<file path="src/design/lcmgr_pkg.sv">
// Life-cycle manager shared types
package lcmgr_pkg;

  //////////////////////////////
  // default parameter values
  //////////////////////////////

  // flash data word width
  parameter int unsigned DefBusWidth     = 32;
  // words per read or program burst, also words per seed
  parameter int unsigned DefBurstWords   = 4;
  parameter int unsigned DefNumSeeds     = 2;
  // must be a multiple of the burst
  parameter int unsigned DefWordsPerPage = 16;
  parameter int unsigned DefWipePages    = 4;
  parameter int unsigned DefAddrWidth    = 8;

  //////////////////////////////
  // enums
  //////////////////////////////

  typedef enum logic [1:0] {
    FlashOpRead    = 2'd0,
    FlashOpProgram = 2'd1,
    FlashOpErase   = 2'd2
  } flash_op_e;

  // who owns the flash port
  typedef enum logic [1:0] {
    PhaseNone = 2'd0,
    PhaseSeed = 2'd1,
    PhaseRma  = 2'd2
  } lcmgr_phase_e;

  typedef enum logic [2:0] {
    StIdle      = 3'd0,
    StReadSeeds = 3'd1,
    StWait      = 3'd2,
    StRmaWipe   = 3'd3,
    StRmaRsp    = 3'd4,
    StInvalid   = 3'd5
  } lcmgr_state_e;

  typedef enum logic [2:0] {
    StWipeIdle        = 3'd0,
    StWipePageSel     = 3'd1,
    StWipeErase       = 3'd2,
    StWipeWordSel     = 3'd3,
    StWipeProgram     = 3'd4,
    StWipeProgramWait = 3'd5,
    StWipeRdVerify    = 3'd6,
    StWipeInvalid     = 3'd7
  } wipe_state_e;

endpackage
</file>
<file path="src/design/flash_lcmgr.sv">
// Flash life-cycle manager top level
`timescale 1ns/1ns

module flash_lcmgr import lcmgr_pkg::*; #(
  parameter int unsigned BusWidth     = DefBusWidth,
  parameter int unsigned BurstWords   = DefBurstWords,
  parameter int unsigned NumSeeds     = DefNumSeeds,
  parameter int unsigned WordsPerPage = DefWordsPerPage,
  parameter int unsigned WipePages    = DefWipePages,
  parameter int unsigned AddrWidth    = DefAddrWidth
) (
  input  logic                                    clk_i,
  input  logic                                    rst_ni,
  // life-cycle side
  input  logic                                    init_i,
  input  logic                                    provision_en_i,
  input  logic                                    rma_req_i,
  output logic                                    rma_ack_o,
  output logic                                    dis_access_o,
  output logic                                    initialized_o,
  output logic                                    init_busy_o,
  output logic                                    seed_err_o,
  output logic                                    fatal_err_o,
  output logic [NumSeeds*BurstWords*BusWidth-1:0] seeds_o,
  // flash port
  output logic                                    flash_req_o,
  output flash_op_e                               flash_op_o,
  output logic [AddrWidth-1:0]                    flash_addr_o,
  input  logic                                    flash_done_i,
  input  logic                                    flash_err_i,
  input  logic                                    flash_rvalid_i,
  input  logic [BusWidth-1:0]                     flash_rdata_i,
  output logic                                    flash_wvalid_o,
  input  logic                                    flash_wready_i,
  output logic [BusWidth-1:0]                     flash_wdata_o,
  input  logic [BusWidth-1:0]                     rand_i
);

  logic seed_active, wipe_active;
  logic seed_done, wipe_done, wipe_err;
  logic seed_req, wipe_req;
  flash_op_e seed_op, wipe_op;
  logic [AddrWidth-1:0] seed_addr, wipe_addr;
  logic seed_done_flash, wipe_done_flash;

  lcmgr_ctrl #(
    .AddrWidth(AddrWidth)
  ) u_ctrl (
    .clk_i             (clk_i),
    .rst_ni            (rst_ni),
    .init_i            (init_i),
    .provision_en_i    (provision_en_i),
    .rma_req_i         (rma_req_i),
    .seed_done_i       (seed_done),
    .wipe_done_i       (wipe_done),
    .wipe_err_i        (wipe_err),
    .seed_active_o     (seed_active),
    .wipe_active_o     (wipe_active),
    .seed_req_i        (seed_req),
    .wipe_req_i        (wipe_req),
    .seed_op_i         (seed_op),
    .wipe_op_i         (wipe_op),
    .seed_addr_i       (seed_addr),
    .wipe_addr_i       (wipe_addr),
    .flash_req_o       (flash_req_o),
    .flash_op_o        (flash_op_o),
    .flash_addr_o      (flash_addr_o),
    .flash_done_i      (flash_done_i),
    .seed_done_flash_o (seed_done_flash),
    .wipe_done_flash_o (wipe_done_flash),
    .rma_ack_o         (rma_ack_o),
    .dis_access_o      (dis_access_o),
    .initialized_o     (initialized_o),
    .init_busy_o       (init_busy_o),
    .fatal_err_o       (fatal_err_o)
  );

  seed_reader #(
    .BusWidth     (BusWidth),
    .BurstWords   (BurstWords),
    .NumSeeds     (NumSeeds),
    .WordsPerPage (WordsPerPage),
    .AddrWidth    (AddrWidth)
  ) u_seed_reader (
    .clk_i      (clk_i),
    .rst_ni     (rst_ni),
    .active_i   (seed_active),
    .rvalid_i   (flash_rvalid_i),
    .rdata_i    (flash_rdata_i),
    .done_i     (seed_done_flash),
    .err_i      (flash_err_i),
    .req_o      (seed_req),
    .op_o       (seed_op),
    .addr_o     (seed_addr),
    .done_o     (seed_done),
    .seed_err_o (seed_err_o),
    .seeds_o    (seeds_o)
  );

  rma_wiper #(
    .BusWidth     (BusWidth),
    .BurstWords   (BurstWords),
    .WordsPerPage (WordsPerPage),
    .WipePages    (WipePages),
    .AddrWidth    (AddrWidth)
  ) u_rma_wiper (
    .clk_i       (clk_i),
    .rst_ni      (rst_ni),
    .active_i    (wipe_active),
    .done_i      (wipe_done_flash),
    .err_i       (flash_err_i),
    .rvalid_i    (flash_rvalid_i),
    .rdata_i     (flash_rdata_i),
    .wready_i    (flash_wready_i),
    .rand_i      (rand_i),
    .req_o       (wipe_req),
    .op_o        (wipe_op),
    .addr_o      (wipe_addr),
    .wvalid_o    (flash_wvalid_o),
    .wdata_o     (flash_wdata_o),
    .wipe_done_o (wipe_done),
    .wipe_err_o  (wipe_err)
  );

endmodule

</file>
<file path="src/design/lcmgr_ctrl.sv">
// Life-cycle manager control FSM
`timescale 1ns/1ns

module lcmgr_ctrl import lcmgr_pkg::*; #(
  parameter int unsigned AddrWidth = DefAddrWidth
) (
  input  logic                 clk_i,
  input  logic                 rst_ni,
  input  logic                 init_i,
  input  logic                 provision_en_i,
  input  logic                 rma_req_i,
  input  logic                 seed_done_i,
  input  logic                 wipe_done_i,
  input  logic                 wipe_err_i,
  output logic                 seed_active_o,
  output logic                 wipe_active_o,
  input  logic                 seed_req_i,
  input  logic                 wipe_req_i,
  input  flash_op_e            seed_op_i,
  input  flash_op_e            wipe_op_i,
  input  logic [AddrWidth-1:0] seed_addr_i,
  input  logic [AddrWidth-1:0] wipe_addr_i,
  output logic                 flash_req_o,
  output flash_op_e            flash_op_o,
  output logic [AddrWidth-1:0] flash_addr_o,
  input  logic                 flash_done_i,
  output logic                 seed_done_flash_o,
  output logic                 wipe_done_flash_o,
  output logic                 rma_ack_o,
  output logic                 dis_access_o,
  output logic                 initialized_o,
  output logic                 init_busy_o,
  output logic                 fatal_err_o
);

  lcmgr_state_e state_q, state_d;
  lcmgr_phase_e phase;

  always_comb begin
    state_d       = state_q;
    phase         = PhaseNone;
    rma_ack_o     = 1'b0;
    dis_access_o  = 1'b0;
    initialized_o = 1'b0;
    fatal_err_o   = 1'b0;
    unique case (state_q)
      StIdle: begin
        if (rma_req_i) begin
          state_d = StRmaWipe;
        end else if (init_i) begin
          state_d = provision_en_i ? StReadSeeds : StWait;
        end
      end
      // abort only between flash transactions
      StReadSeeds: begin
        phase = PhaseSeed;
        if (rma_req_i && !seed_req_i) begin
          state_d = StRmaWipe;
        end else if (seed_done_i) begin
          state_d = StWait;
        end
      end
      StWait: begin
        initialized_o = 1'b1;
        if (rma_req_i) begin
          state_d = StRmaWipe;
        end
      end
      StRmaWipe: begin
        phase = PhaseRma;
        if (wipe_done_i) begin
          state_d = wipe_err_i ? StInvalid : StRmaRsp;
        end
      end
      StRmaRsp: begin
        dis_access_o = 1'b1;
        rma_ack_o    = rma_req_i;
      end
      StInvalid: begin
        dis_access_o = 1'b1;
        fatal_err_o  = 1'b1;
      end
      default: begin
        dis_access_o = 1'b1;
        fatal_err_o  = 1'b1;
        state_d      = StInvalid;
      end
    endcase
  end

  always_ff @(posedge clk_i or negedge rst_ni) begin
    if (!rst_ni) begin
      state_q <= StIdle;
    end else begin
      state_q <= state_d;
    end
  end

  //////////////////////////////
  // flash port mux
  //////////////////////////////
  assign seed_active_o = phase == PhaseSeed;
  assign wipe_active_o = phase == PhaseRma;
  assign init_busy_o   = seed_active_o;

  assign flash_req_o  = seed_active_o ? seed_req_i :
                        wipe_active_o ? wipe_req_i : 1'b0;
  assign flash_op_o   = wipe_active_o ? wipe_op_i : seed_op_i;
  assign flash_addr_o = wipe_active_o ? wipe_addr_i : seed_addr_i;

  assign seed_done_flash_o = flash_done_i && seed_active_o;
  assign wipe_done_flash_o = flash_done_i && wipe_active_o;

endmodule

</file>
<file path="src/design/rma_wiper.sv">
// RMA flash wiper
`timescale 1ns/1ns

module rma_wiper import lcmgr_pkg::*; #(
  parameter int unsigned BusWidth     = DefBusWidth,
  parameter int unsigned BurstWords   = DefBurstWords,
  parameter int unsigned WordsPerPage = DefWordsPerPage,
  parameter int unsigned WipePages    = DefWipePages,
  parameter int unsigned AddrWidth    = DefAddrWidth
) (
  input  logic                 clk_i,
  input  logic                 rst_ni,
  input  logic                 active_i,
  input  logic                 done_i,
  input  logic                 err_i,
  input  logic                 rvalid_i,
  input  logic [BusWidth-1:0]  rdata_i,
  input  logic                 wready_i,
  input  logic [BusWidth-1:0]  rand_i,
  output logic                 req_o,
  output flash_op_e            op_o,
  output logic [AddrWidth-1:0] addr_o,
  output logic                 wvalid_o,
  output logic [BusWidth-1:0]  wdata_o,
  output logic                 wipe_done_o,
  output logic                 wipe_err_o
);

  localparam int unsigned PageCntW = $clog2(WipePages + 1);
  localparam int unsigned WordCntW = $clog2(WordsPerPage + 1);
  localparam int unsigned BeatCntW = $clog2(BurstWords + 1);

  wipe_state_e state_q, state_d;
  logic [PageCntW-1:0] page_cnt_q;
  logic [WordCntW-1:0] word_cnt_q;
  logic [BeatCntW-1:0] beat_cnt_q;
  logic [BurstWords-1:0][BusWidth-1:0] prog_data_q;
  logic err_q, err_set;
  logic gap_q, req;
  logic page_clr, page_incr, word_clr, word_incr, beat_clr, beat_incr;
  logic last_beat, mismatch;

  assign last_beat = beat_cnt_q == BeatCntW'(BurstWords - 1);
  assign mismatch  = prog_data_q[beat_cnt_q] != rdata_i;

  //////////////////////////////
  // wipe FSM
  //////////////////////////////
  always_comb begin
    state_d     = state_q;
    req         = 1'b0;
    op_o        = FlashOpRead;
    wvalid_o    = 1'b0;
    wipe_done_o = 1'b0;
    err_set     = 1'b0;
    page_clr    = 1'b0;
    page_incr   = 1'b0;
    word_clr    = 1'b0;
    word_incr   = 1'b0;
    beat_clr    = 1'b0;
    beat_incr   = 1'b0;
    unique case (state_q)
      StWipeIdle: begin
        if (active_i) begin
          page_clr = 1'b1;
          state_d  = StWipePageSel;
        end
      end
      StWipePageSel: begin
        if (page_cnt_q < PageCntW'(WipePages)) begin
          word_clr = 1'b1;
          state_d  = StWipeErase;
        end else begin
          wipe_done_o = 1'b1;
          state_d     = StWipeIdle;
        end
      end
      StWipeErase: begin
        req  = 1'b1;
        op_o = FlashOpErase;
        if (done_i) begin
          err_set = err_i;
          state_d = err_i ? StWipeInvalid : StWipeWordSel;
        end
      end
      StWipeWordSel: begin
        if (word_cnt_q < WordCntW'(WordsPerPage)) begin
          beat_clr = 1'b1;
          state_d  = StWipeProgram;
        end else begin
          page_incr = 1'b1;
          state_d   = StWipePageSel;
        end
      end
      // beat holds until wready
      StWipeProgram: begin
        req      = 1'b1;
        op_o     = FlashOpProgram;
        wvalid_o = 1'b1;
        if (wready_i) begin
          beat_incr = 1'b1;
          if (last_beat) begin
            state_d = StWipeProgramWait;
          end
        end
      end
      StWipeProgramWait: begin
        req  = 1'b1;
        op_o = FlashOpProgram;
        if (done_i) begin
          err_set  = err_i;
          beat_clr = 1'b1;
          state_d  = err_i ? StWipeInvalid : StWipeRdVerify;
        end
      end
      StWipeRdVerify: begin
        req = 1'b1;
        if (rvalid_i) begin
          beat_incr = 1'b1;
          err_set   = mismatch;
        end
        // done may come together with the last rvalid
        if (done_i) begin
          err_set   = err_set | err_i;
          beat_clr  = 1'b1;
          word_incr = 1'b1;
          state_d   = (err_q || err_set) ? StWipeInvalid : StWipeWordSel;
        end
      end
      // terminal, keeps reporting while still selected
      StWipeInvalid: begin
        wipe_done_o = active_i;
      end
      default: begin
        state_d = StWipeInvalid;
      end
    endcase
  end

  always_ff @(posedge clk_i or negedge rst_ni) begin
    if (!rst_ni) begin
      state_q    <= StWipeIdle;
      page_cnt_q <= '0;
      word_cnt_q <= '0;
      beat_cnt_q <= '0;
      err_q      <= 1'b0;
      gap_q      <= 1'b0;
    end else begin
      state_q <= state_d;
      err_q   <= err_q | err_set;
      gap_q   <= done_i;
      if (page_clr) begin
        page_cnt_q <= '0;
      end else if (page_incr) begin
        page_cnt_q <= page_cnt_q + 1'b1;
      end
      if (word_clr) begin
        word_cnt_q <= '0;
      end else if (word_incr) begin
        word_cnt_q <= word_cnt_q + WordCntW'(BurstWords);
      end
      if (beat_clr) begin
        beat_cnt_q <= '0;
      end else if (beat_incr) begin
        beat_cnt_q <= beat_cnt_q + 1'b1;
      end
    end
  end

  // burst data kept for readback compare
  always_ff @(posedge clk_i) begin
    if (wvalid_o && wready_i) begin
      prog_data_q[beat_cnt_q] <= rand_i;
    end
  end

  // req drops for one cycle after every done
  assign req_o      = req && !gap_q;
  assign addr_o     = AddrWidth'(page_cnt_q * WordsPerPage + word_cnt_q);
  assign wdata_o    = rand_i;
  assign wipe_err_o = err_q;

endmodule

</file>
<file path="src/design/seed_reader.sv">
// Flash seed reader
`timescale 1ns/1ns

module seed_reader import lcmgr_pkg::*; #(
  parameter int unsigned BusWidth     = DefBusWidth,
  parameter int unsigned BurstWords   = DefBurstWords,
  parameter int unsigned NumSeeds     = DefNumSeeds,
  parameter int unsigned WordsPerPage = DefWordsPerPage,
  parameter int unsigned AddrWidth    = DefAddrWidth
) (
  input  logic                                   clk_i,
  input  logic                                   rst_ni,
  input  logic                                   active_i,
  input  logic                                   rvalid_i,
  input  logic [BusWidth-1:0]                    rdata_i,
  input  logic                                   done_i,
  input  logic                                   err_i,
  output logic                                   req_o,
  output flash_op_e                              op_o,
  output logic [AddrWidth-1:0]                   addr_o,
  output logic                                   done_o,
  output logic                                   seed_err_o,
  output logic [NumSeeds*BurstWords*BusWidth-1:0] seeds_o
);

  localparam int unsigned SeedCntW = $clog2(NumSeeds + 1);
  localparam int unsigned WordCntW = $clog2(BurstWords + 1);

  logic [NumSeeds-1:0][BurstWords-1:0][BusWidth-1:0] seeds_q;
  logic [SeedCntW-1:0] seed_cnt_q;
  logic [WordCntW-1:0] word_cnt_q;
  // second pass of the current seed
  logic validate_q;
  logic gap_q;
  logic done_q;
  logic seed_err_q;
  logic reading;

  assign reading = active_i && (seed_cnt_q < SeedCntW'(NumSeeds));

  // req drops for one cycle after every done
  assign req_o  = reading && !gap_q;
  assign op_o   = FlashOpRead;
  // seed i sits at the start of page i
  assign addr_o = AddrWidth'(seed_cnt_q * WordsPerPage);

  always_ff @(posedge clk_i or negedge rst_ni) begin
    if (!rst_ni) begin
      seed_cnt_q <= '0;
      word_cnt_q <= '0;
      validate_q <= 1'b0;
      gap_q      <= 1'b0;
      done_q     <= 1'b0;
      seed_err_q <= 1'b0;
    end else begin
      gap_q  <= done_i;
      done_q <= done_i && validate_q && (seed_cnt_q == SeedCntW'(NumSeeds - 1));
      if (reading && rvalid_i) begin
        word_cnt_q <= word_cnt_q + 1'b1;
      end
      if (reading && done_i) begin
        word_cnt_q <= '0;
        validate_q <= !validate_q;
        if (validate_q) begin
          seed_cnt_q <= seed_cnt_q + 1'b1;
        end
        // sticky, reading goes on
        if (err_i) begin
          seed_err_q <= 1'b1;
        end
      end
    end
  end

  // first pass stores, second pass ANDs in
  always_ff @(posedge clk_i or negedge rst_ni) begin
    if (!rst_ni) begin
      seeds_q <= '0;
    end else if (reading && rvalid_i) begin
      if (validate_q) begin
        seeds_q[seed_cnt_q][word_cnt_q] <= seeds_q[seed_cnt_q][word_cnt_q] & rdata_i;
      end else begin
        seeds_q[seed_cnt_q][word_cnt_q] <= rdata_i;
      end
    end
  end

  assign done_o     = done_q;
  assign seed_err_o = seed_err_q;
  assign seeds_o    = seeds_q;

endmodule

</file>
<file path="config.mk">
export PLATFORM = sky130hd
export DESIGN_NAME = flash_lcmgr
export DESIGN_NICKNAME = d
export VERILOG_FILES = /design/src/design/lcmgr_pkg.sv /design/src/design/flash_lcmgr.sv /design/src/design/lcmgr_ctrl.sv /design/src/design/rma_wiper.sv /design/src/design/seed_reader.sv
export SDC_FILE = /design/constraint.sdc
export NUM_CORES = 1
export LEC_CHECK = 0
export ABC_AREA = 1
export BUFFER_PORTS_ARGS = -buffer_cell sky130_fd_sc_hd__buf_4
export CORE_ASPECT_RATIO = 0.6
export CORE_MARGIN = 5
export CORE_UTILIZATION = 55
export CTS_BUF_LIST = sky130_fd_sc_hd__clkbuf_8
export DETAILED_ROUTE_END_ITERATION = 10
export GPL_TIMING_DRIVEN = 0
export PLACE_DENSITY = 0.83
export SLEW_MARGIN = 30
export SYNTH_ARGS = -nofsm -noshare
export SYNTH_HDL_FRONTEND = slang
export SYNTH_SLANG_ARGS = --single-unit
</file>
<file path="constraint.sdc">
create_clock -name clk_i -period 4.8 [get_ports clk_i]
set_input_delay 0.96 -clock clk_i [delete_from_list [all_inputs] [get_ports clk_i]]
set_output_delay 0.96 -clock clk_i [all_outputs]
set_load 0.03 [all_outputs]
</file>
# Yosys cells after proc, flatten, opt, wreduce, memory -nomap -nowiden
# Index checks and enable logic that the tools add are counted.
[totals]
regBits = 412
input_bits = 73
word_cells = 185
[classes]
n_lt_le_gt_ge = 9
n_addsub = 6
n_eq_ne = 27
mux = 77
bitwise_logic = 4
reduce_logical = 37
[ops]
columns = ["op", "n"]
rows = [
  ["bitwise mux 256 bit", 2],
  ["2-to-1 mux 128 bit", 3],
  ["2-to-1 mux 256 bit", 1],
  ["binary-select mux 32 bit (select 2 bit)", 2],
  ["bitwise mux 128 bit", 1],
  ["demux 128 bit (select 1 bit)", 1],
  ["demux 32 bit (select 2 bit)", 2],
  ["2-to-1 mux 32 bit", 4],
  ["2-to-1 mux 3 bit", 21],
  ["AND 32 bit", 1],
  ["!= test 32 bit", 1],
  ["2-to-1 mux 1 bit", 26],
  ["one-hot mux 3 bit (7 select lines)", 1],
  ["equality test 3 bit (second input constant)", 6],
  ["equality test 3 x 2 -> 1 bit (second input constant)", 5],
  ["one-hot mux 3 bit (5 select lines)", 1],
  ["logical AND 1 bit", 14],
  ["2-to-1 mux 5 bit", 2],
  ["!= test 2 x 1 -> 1 bit (second input constant)", 5],
  ["adder 3 x 1 -> 3 bit (second input constant)", 3],
  ["< comparator 3 bit (second input constant)", 3],
  ["adder 7 x 5 -> 8 bit", 1],
  ["2-to-1 mux 8 bit", 1],
  ["one-hot mux 1 bit (2 select lines)", 4],
  ["27 further kinds", 49],
]

# Logic depth before layout (Yosys ltp)
[depth]
ltp_word = 10
mapped_depth = 17
ltp_nobuf = 16

# By module
# A second synthesis with hierarchy kept.
[hier_totals]
cells_unflattened = 2734
area_unflattened_um2 = 21154.0
[by_module_without_submodules]
columns = ["module", "instances", "area_each_um2", "cells_per_inst"]
rows = [
  ["seed_reader", 1, 13932.1, 1953],
  ["rma_wiper", 1, 6715.2, 685],
  ["lcmgr_ctrl", 1, 506.7, 96],
]

# Worst setup path before layout
# Ideal clock, no wire load.
[synth_path]
path_type = "in2reg"
start = "in flash_wready_i"
end = "reg u_rma_wiper.prog_data_q[100] (netlist name) (enable)"
t_arrival_ps = 3252
cell_stages = 2
t_required_ps = 4339
path_slack_ps = 1086
cell_sequence = "nand2_1 nor3_1"
[synth_via]
elab_chain_cells = 1
[synth_lines]
columns = ["item", "line", "rtl"]
rows = [
  ["from (decl)", "flash_lcmgr.sv:34", "input logic flash_wready_i,"],
  ["logical AND 1 bit", "rma_wiper.sv:172", "if (wvalid_o && wready_i) begin"],
  ["to (signal, indexed assignment)", "rma_wiper.sv:173", "prog_data_q[beat_cnt_q] <= rand_i;"],
  ["to (decl)", "rma_wiper.sv:37", "logic [BurstWords-1:0][BusWidth-1:0] prog_data_q;"],
]
# No other way between the ends.
# A chain may end at the register's enable or synchronous reset.

# Worst setup path in the final report
[layout_path]
start = "reg u_seed_reader.word_cnt_q[1]"
end = "reg u_seed_reader.seeds_q, in the netlist u_seed_reader.seeds_o[132]"
[layout_via]
elab_chain_cells = 8
[layout_lines]
columns = ["item", "line", "rtl"]
rows = [
  ["from (decl)", "seed_reader.sv:31", "logic [WordCntW-1:0] word_cnt_q;"],
  ["from (signal assigned)", "seed_reader.sv:59", "word_cnt_q <= word_cnt_q + 1'b1;"],
  ["greater-or-equal comparator 3 x 1 -> 1 bit (not written as such) or < comparator 3 bit (tied branches)", "seed_reader.sv:81, seed_reader.sv:83", ""],
  ["logical AND 1 bit (not written as such)", "seed_reader.sv:81, seed_reader.sv:83", ""],
  ["2-to-1 mux 32 bit (not written as such)", "seed_reader.sv:81, seed_reader.sv:83", ""],
  ["demux 32 bit (select 2 bit)", "-", ""],
  ["2-to-1 mux 128 bit (not written as such)", "seed_reader.sv:81, seed_reader.sv:83", ""],
  ["demux 128 bit (select 1 bit)", "-", ""],
  ["bitwise mux 256 bit, on equally long branches", "seed_reader.sv:83, seed_reader.sv:81", ""],
  ["2-to-1 mux 256 bit *", "seed_reader.sv:80", "if (validate_q) begin"],
  ["to (signal, indexed assignment)", "seed_reader.sv:81", "seeds_q[seed_cnt_q][word_cnt_q] <= seeds_q[seed_cnt_q][word_cnt_q] & rdata_i;"],
  ["to (signal, indexed assignment)", "seed_reader.sv:83", "seeds_q[seed_cnt_q][word_cnt_q] <= rdata_i;"],
  ["to (decl)", "seed_reader.sv:29", "logic [NumSeeds-1:0][BurstWords-1:0][BusWidth-1:0] seeds_q;"],
]
# Every way passes the cells marked *; elsewhere a longest branch is shown, timed or not. The select of a mux whose other input is x is not followed.

==> summary.md <==
| Metric | Value |
|---|---|
| Critical path class | reg2reg |
| CTS Buf Count | 60 |
| Routability cong. | 0.988 |
| Max Root-Sink Buffers | 3 |
| Non-Filler Instances | approximately 3000 |
| Top-area cell type share of the netlist area | 0.374 |
| PostCTS Resize Cnt | 0 |
| Asr flop ratio synth | 0.688 |
| DR DRC count | 0 |
| Worst hold-check path type | in2async |
| Worst reg-to-reg setup slack | 1380 ps |
| Vias post-DR | 18400 |
| CTS root buffer | clkbuf_8 |
| Share of layout cells above drive strength 1 | 0.236 |
| CTS sink count | 410 |
| Status | finished, final reports clean |
| Number of synthesized register bits | 410 |
| Slew headroom | 0.399 |
| Simple-Gate Fraction of Synth Area | 0.188 |
| Initial Util | 0.559 |
| Cell taking the most area after synthesis | dfrtp_1 |
| Worst skew pair latency | 670 ps |
| RSZ-0062 raised after global routing | false |
| Antenna violations before repair | 0 |
| Routed Antenna Nets | 0 |
| Setup Viol. Count Final | 0 |
| Critical Path AT | 3910 ps |
| Pwr dens | 294 mW/mm² |
| Core box area | 0.0338 mm² |
| CTS Hold Bufs | 0 |
| Synth Instances | a little over 2000 |
| Synth area leaders | dfrtp_1 (37%), edfxtp_1 (20%), nand2_1 (14%) |
| Synthesized cell area | ~0.019 mm² |
| Placed wire-length estimate | 53.6 mm |
| DRT iter0 DRCs | between 2000 and 3000 |
| Worst Max-Slew Pin Slew | approximately 900 ps |
| I/O pin cnt | 379 |
| Max cap viols | 0 |
| Warning count from the yosys run | 0 |
| Area of the multi-input gates | approximately 0.0067 mm² |
| Die X | 249 µm |
| Vias per std cell | approximately 6.2 |
| Critical Path Sink Type | register |
| Min Tclk post-route | 3420 ps |
| Dpl cells | 2885 |
| FILL cells | 2548 |
| DR WL/cell | 24.2 µm |
| Worst reg2reg path depth | 7 |
| Worst-path clk slew | 70 ps |
| EDFF count, synth | ~130 |
| CTS H-tree depth | 2 |
| Register area share after synthesis | 0.577 |
| Main combinational cell family by area after synthesis | simple AND/OR/NAND/NOR gates |
| Final nets | 2576 |
| XOR/XNOR Fraction of Synth Area | 0.00139 |
| Drt first pass iters | 6 |
| Vias in the first global route | 17800 |
| First-pass GRT wire length | 108 mm |
| Final wirelength | 72.4 mm |
| Total grt overflow | 0 |
| Top FF cell, synth | dfrtp_1 |
| Count of pins over their slew limit | 0 |
| Peak supply drop | a little under 200 µV |
| Count of cell types in the netlist | 43 |
| Post-Synth Adder-Cell Area | 0.00994 |
| CTS tree | done |
| Register Area | 0.0109 mm² |
| Layout Area Growth over Synthesis | 25.4% |
| Crit start category | register |
| Mux cell area share after synthesis | 0 |
| Std-Cell Rows | 52 |
| Syn_area_per_cell | 9.26 µm² |
| Total track usage | 0.365 |
| Post-synthesis compound-gate area fraction | 0.156 |
| Pin count of the biggest net entering global routing | 92 |
| Leak | 10.9 nW |
| Critical path fanouts, max | 11 |
| CP Data Required Time | 5290 ps |
| Setup bufs post-CTS | 0 |
| Die area | approximately 0.038 mm² |
| Final WS setup | between 1000 and 1500 ps |
| Fmax | 292 MHz |
| DIE HEIGHT | 154 µm |
| IO Port Bufs | approximately 380 |
| Final hold violation count | 0 |
| Setup Skew | 45.3 ps |
| Final Cycle Share | 0.713 |
| Post-Place Setup Slack | 1690 ps |
metal layers:
layer	share of wire	vias to the layer above	GRT usage	wire length [µm]
met2	0.41	1625	0.514	29700
li1	-	7850	-	-
met5	0	-	0	0
met1	0.37	8695	0.508	26800
met4	0.065	0	0.188	4680
met3	0.16	262	0.124	11200
through the flow:
step           TNS (ps)  hold WS (ps)  cell area, µm²   util  power (mW)
3_3_place_gp     -26830           488           22300  0.660        4.21
5_1_grt               0           231           23700  0.701        7.16
2_1_floorplan         0           473           18900      -        3.96
4_1_cts               0           198           23700  0.701        6.93
3_5_place_dp          0           492           22500  0.667        4.23
6_report              0           212           23700  0.701        6.96
layout by cell type, fill, tap and decap left out, drive strengths merged, types with 3 or more instances in the layout:
cell type and count:
a21oi 139, dfrtp 282, a221o 32, edfxtp 128, o21ai 306, nor3 5, buf 495, clkbuf 123
nor2 45, inv 97, a221oi 33, a211oi 3, nand2 683, o31ai 3, nand3 106, clkinv 9
nand4 8, ha 15, nand3b 6
power by group:
group / leakage (nW) / switching (mW) / internal, mW
combinational: 5.14 / 0.399 / 0.169
clock: 0.703 / 1.40 / 1.38
sequential: 5.06 / 0.00493 / 3.61
cell usage after synthesis (3+ instances only):
cell type	number
nor2_1	41
o21ai_1	193
buf_4	43
nand3_1	106
o31ai_1	3
a221oi_1	33
dfrtp_1	282
inv_2	3
edfxtp_1	128
nand2_1	683
a211oi_1	3
nor3_1	4
clkbuf_1	52
nand3b_1	6
a21oi_1	139
a221o_1	32
buf_2	41
ha_1	15
buf_6	22
o21ai_2	5
o21ai_0	108
inv_1	63
nand4_4	6
critical path, cell delays in order, from the launching register on:
cell and delay [ps]:
dfrtp_1 370, clkbuf_1 470, clkinv_1 420, clkbuf_1 430, ha_1 380, nand4_2 340
clkbuf_1 640, o21ai_0 200
final cells by class:
| cell class | count | share of cell area |
|---|---|---|
| diodes | 1 | 0.000106 |
| flip-flops and latches | 410 | 0.461 |
| inverters | 68 | 0.0109 |
| well taps | 459 | 0.0243 |
| clock inverters | 39 | 0.00819 |
| clock buffers | 70 | 0.0407 |
| plain buffers | 162 | 0.0428 |
| multi-input cells | 1400 | 0.285 |
| repair buffers | 386 | 0.128 |
cells by family after synthesis:
group                    after synthesis
other                                  1
AO/OA/AOI/OAI                        522
buffers and inverters                230
AND/OR/NAND/NOR                      858
adder cells (fa/ha/maj)               15
XOR/XNOR                               3
flip-flops                           410
path summary, 6_finish.rpt:
kind | startpoint | to
hold reg to reg | u_seed_reader.seed_err_o$_DFFE_PN0P_ | u_seed_reader.seed_err_o$_DFFE_PN0P_
hold / removal | rst_ni | u_seed_reader.seeds_o[2]$_DFFE_PN0P_
max in group asynchronous | rst_ni | u_seed_reader.seeds_o[47]$_DFFE_PN0P_
setup reg to reg | u_seed_reader.word_cnt_q[1]$_DFFE_PN0P_ | u_seed_reader.seeds_o[132]$_DFFE_PN0P_
setup / recovery | u_seed_reader.word_cnt_q[1]$_DFFE_PN0P_ | u_seed_reader.seeds_o[132]$_DFFE_PN0P_
min in group clk_i | u_seed_reader.seed_err_o$_DFFE_PN0P_ | u_seed_reader.seed_err_o$_DFFE_PN0P_
state kept, by name, summed over array words and instances (netlist names), 2 cells and up:
signal                    cells
u_rma_wiper.beat_cnt_q        3
u_ctrl.state_q                3
u_rma_wiper.page_cnt_q        3
u_rma_wiper.prog_data_q     128
u_rma_wiper.word_cnt_q        3
u_seed_reader.seeds_o       256
u_seed_reader.word_cnt_q      3
u_seed_reader.seed_cnt_q      2
u_rma_wiper.state_q           3
No activity file was read; power rests on OpenSTA's default activity.
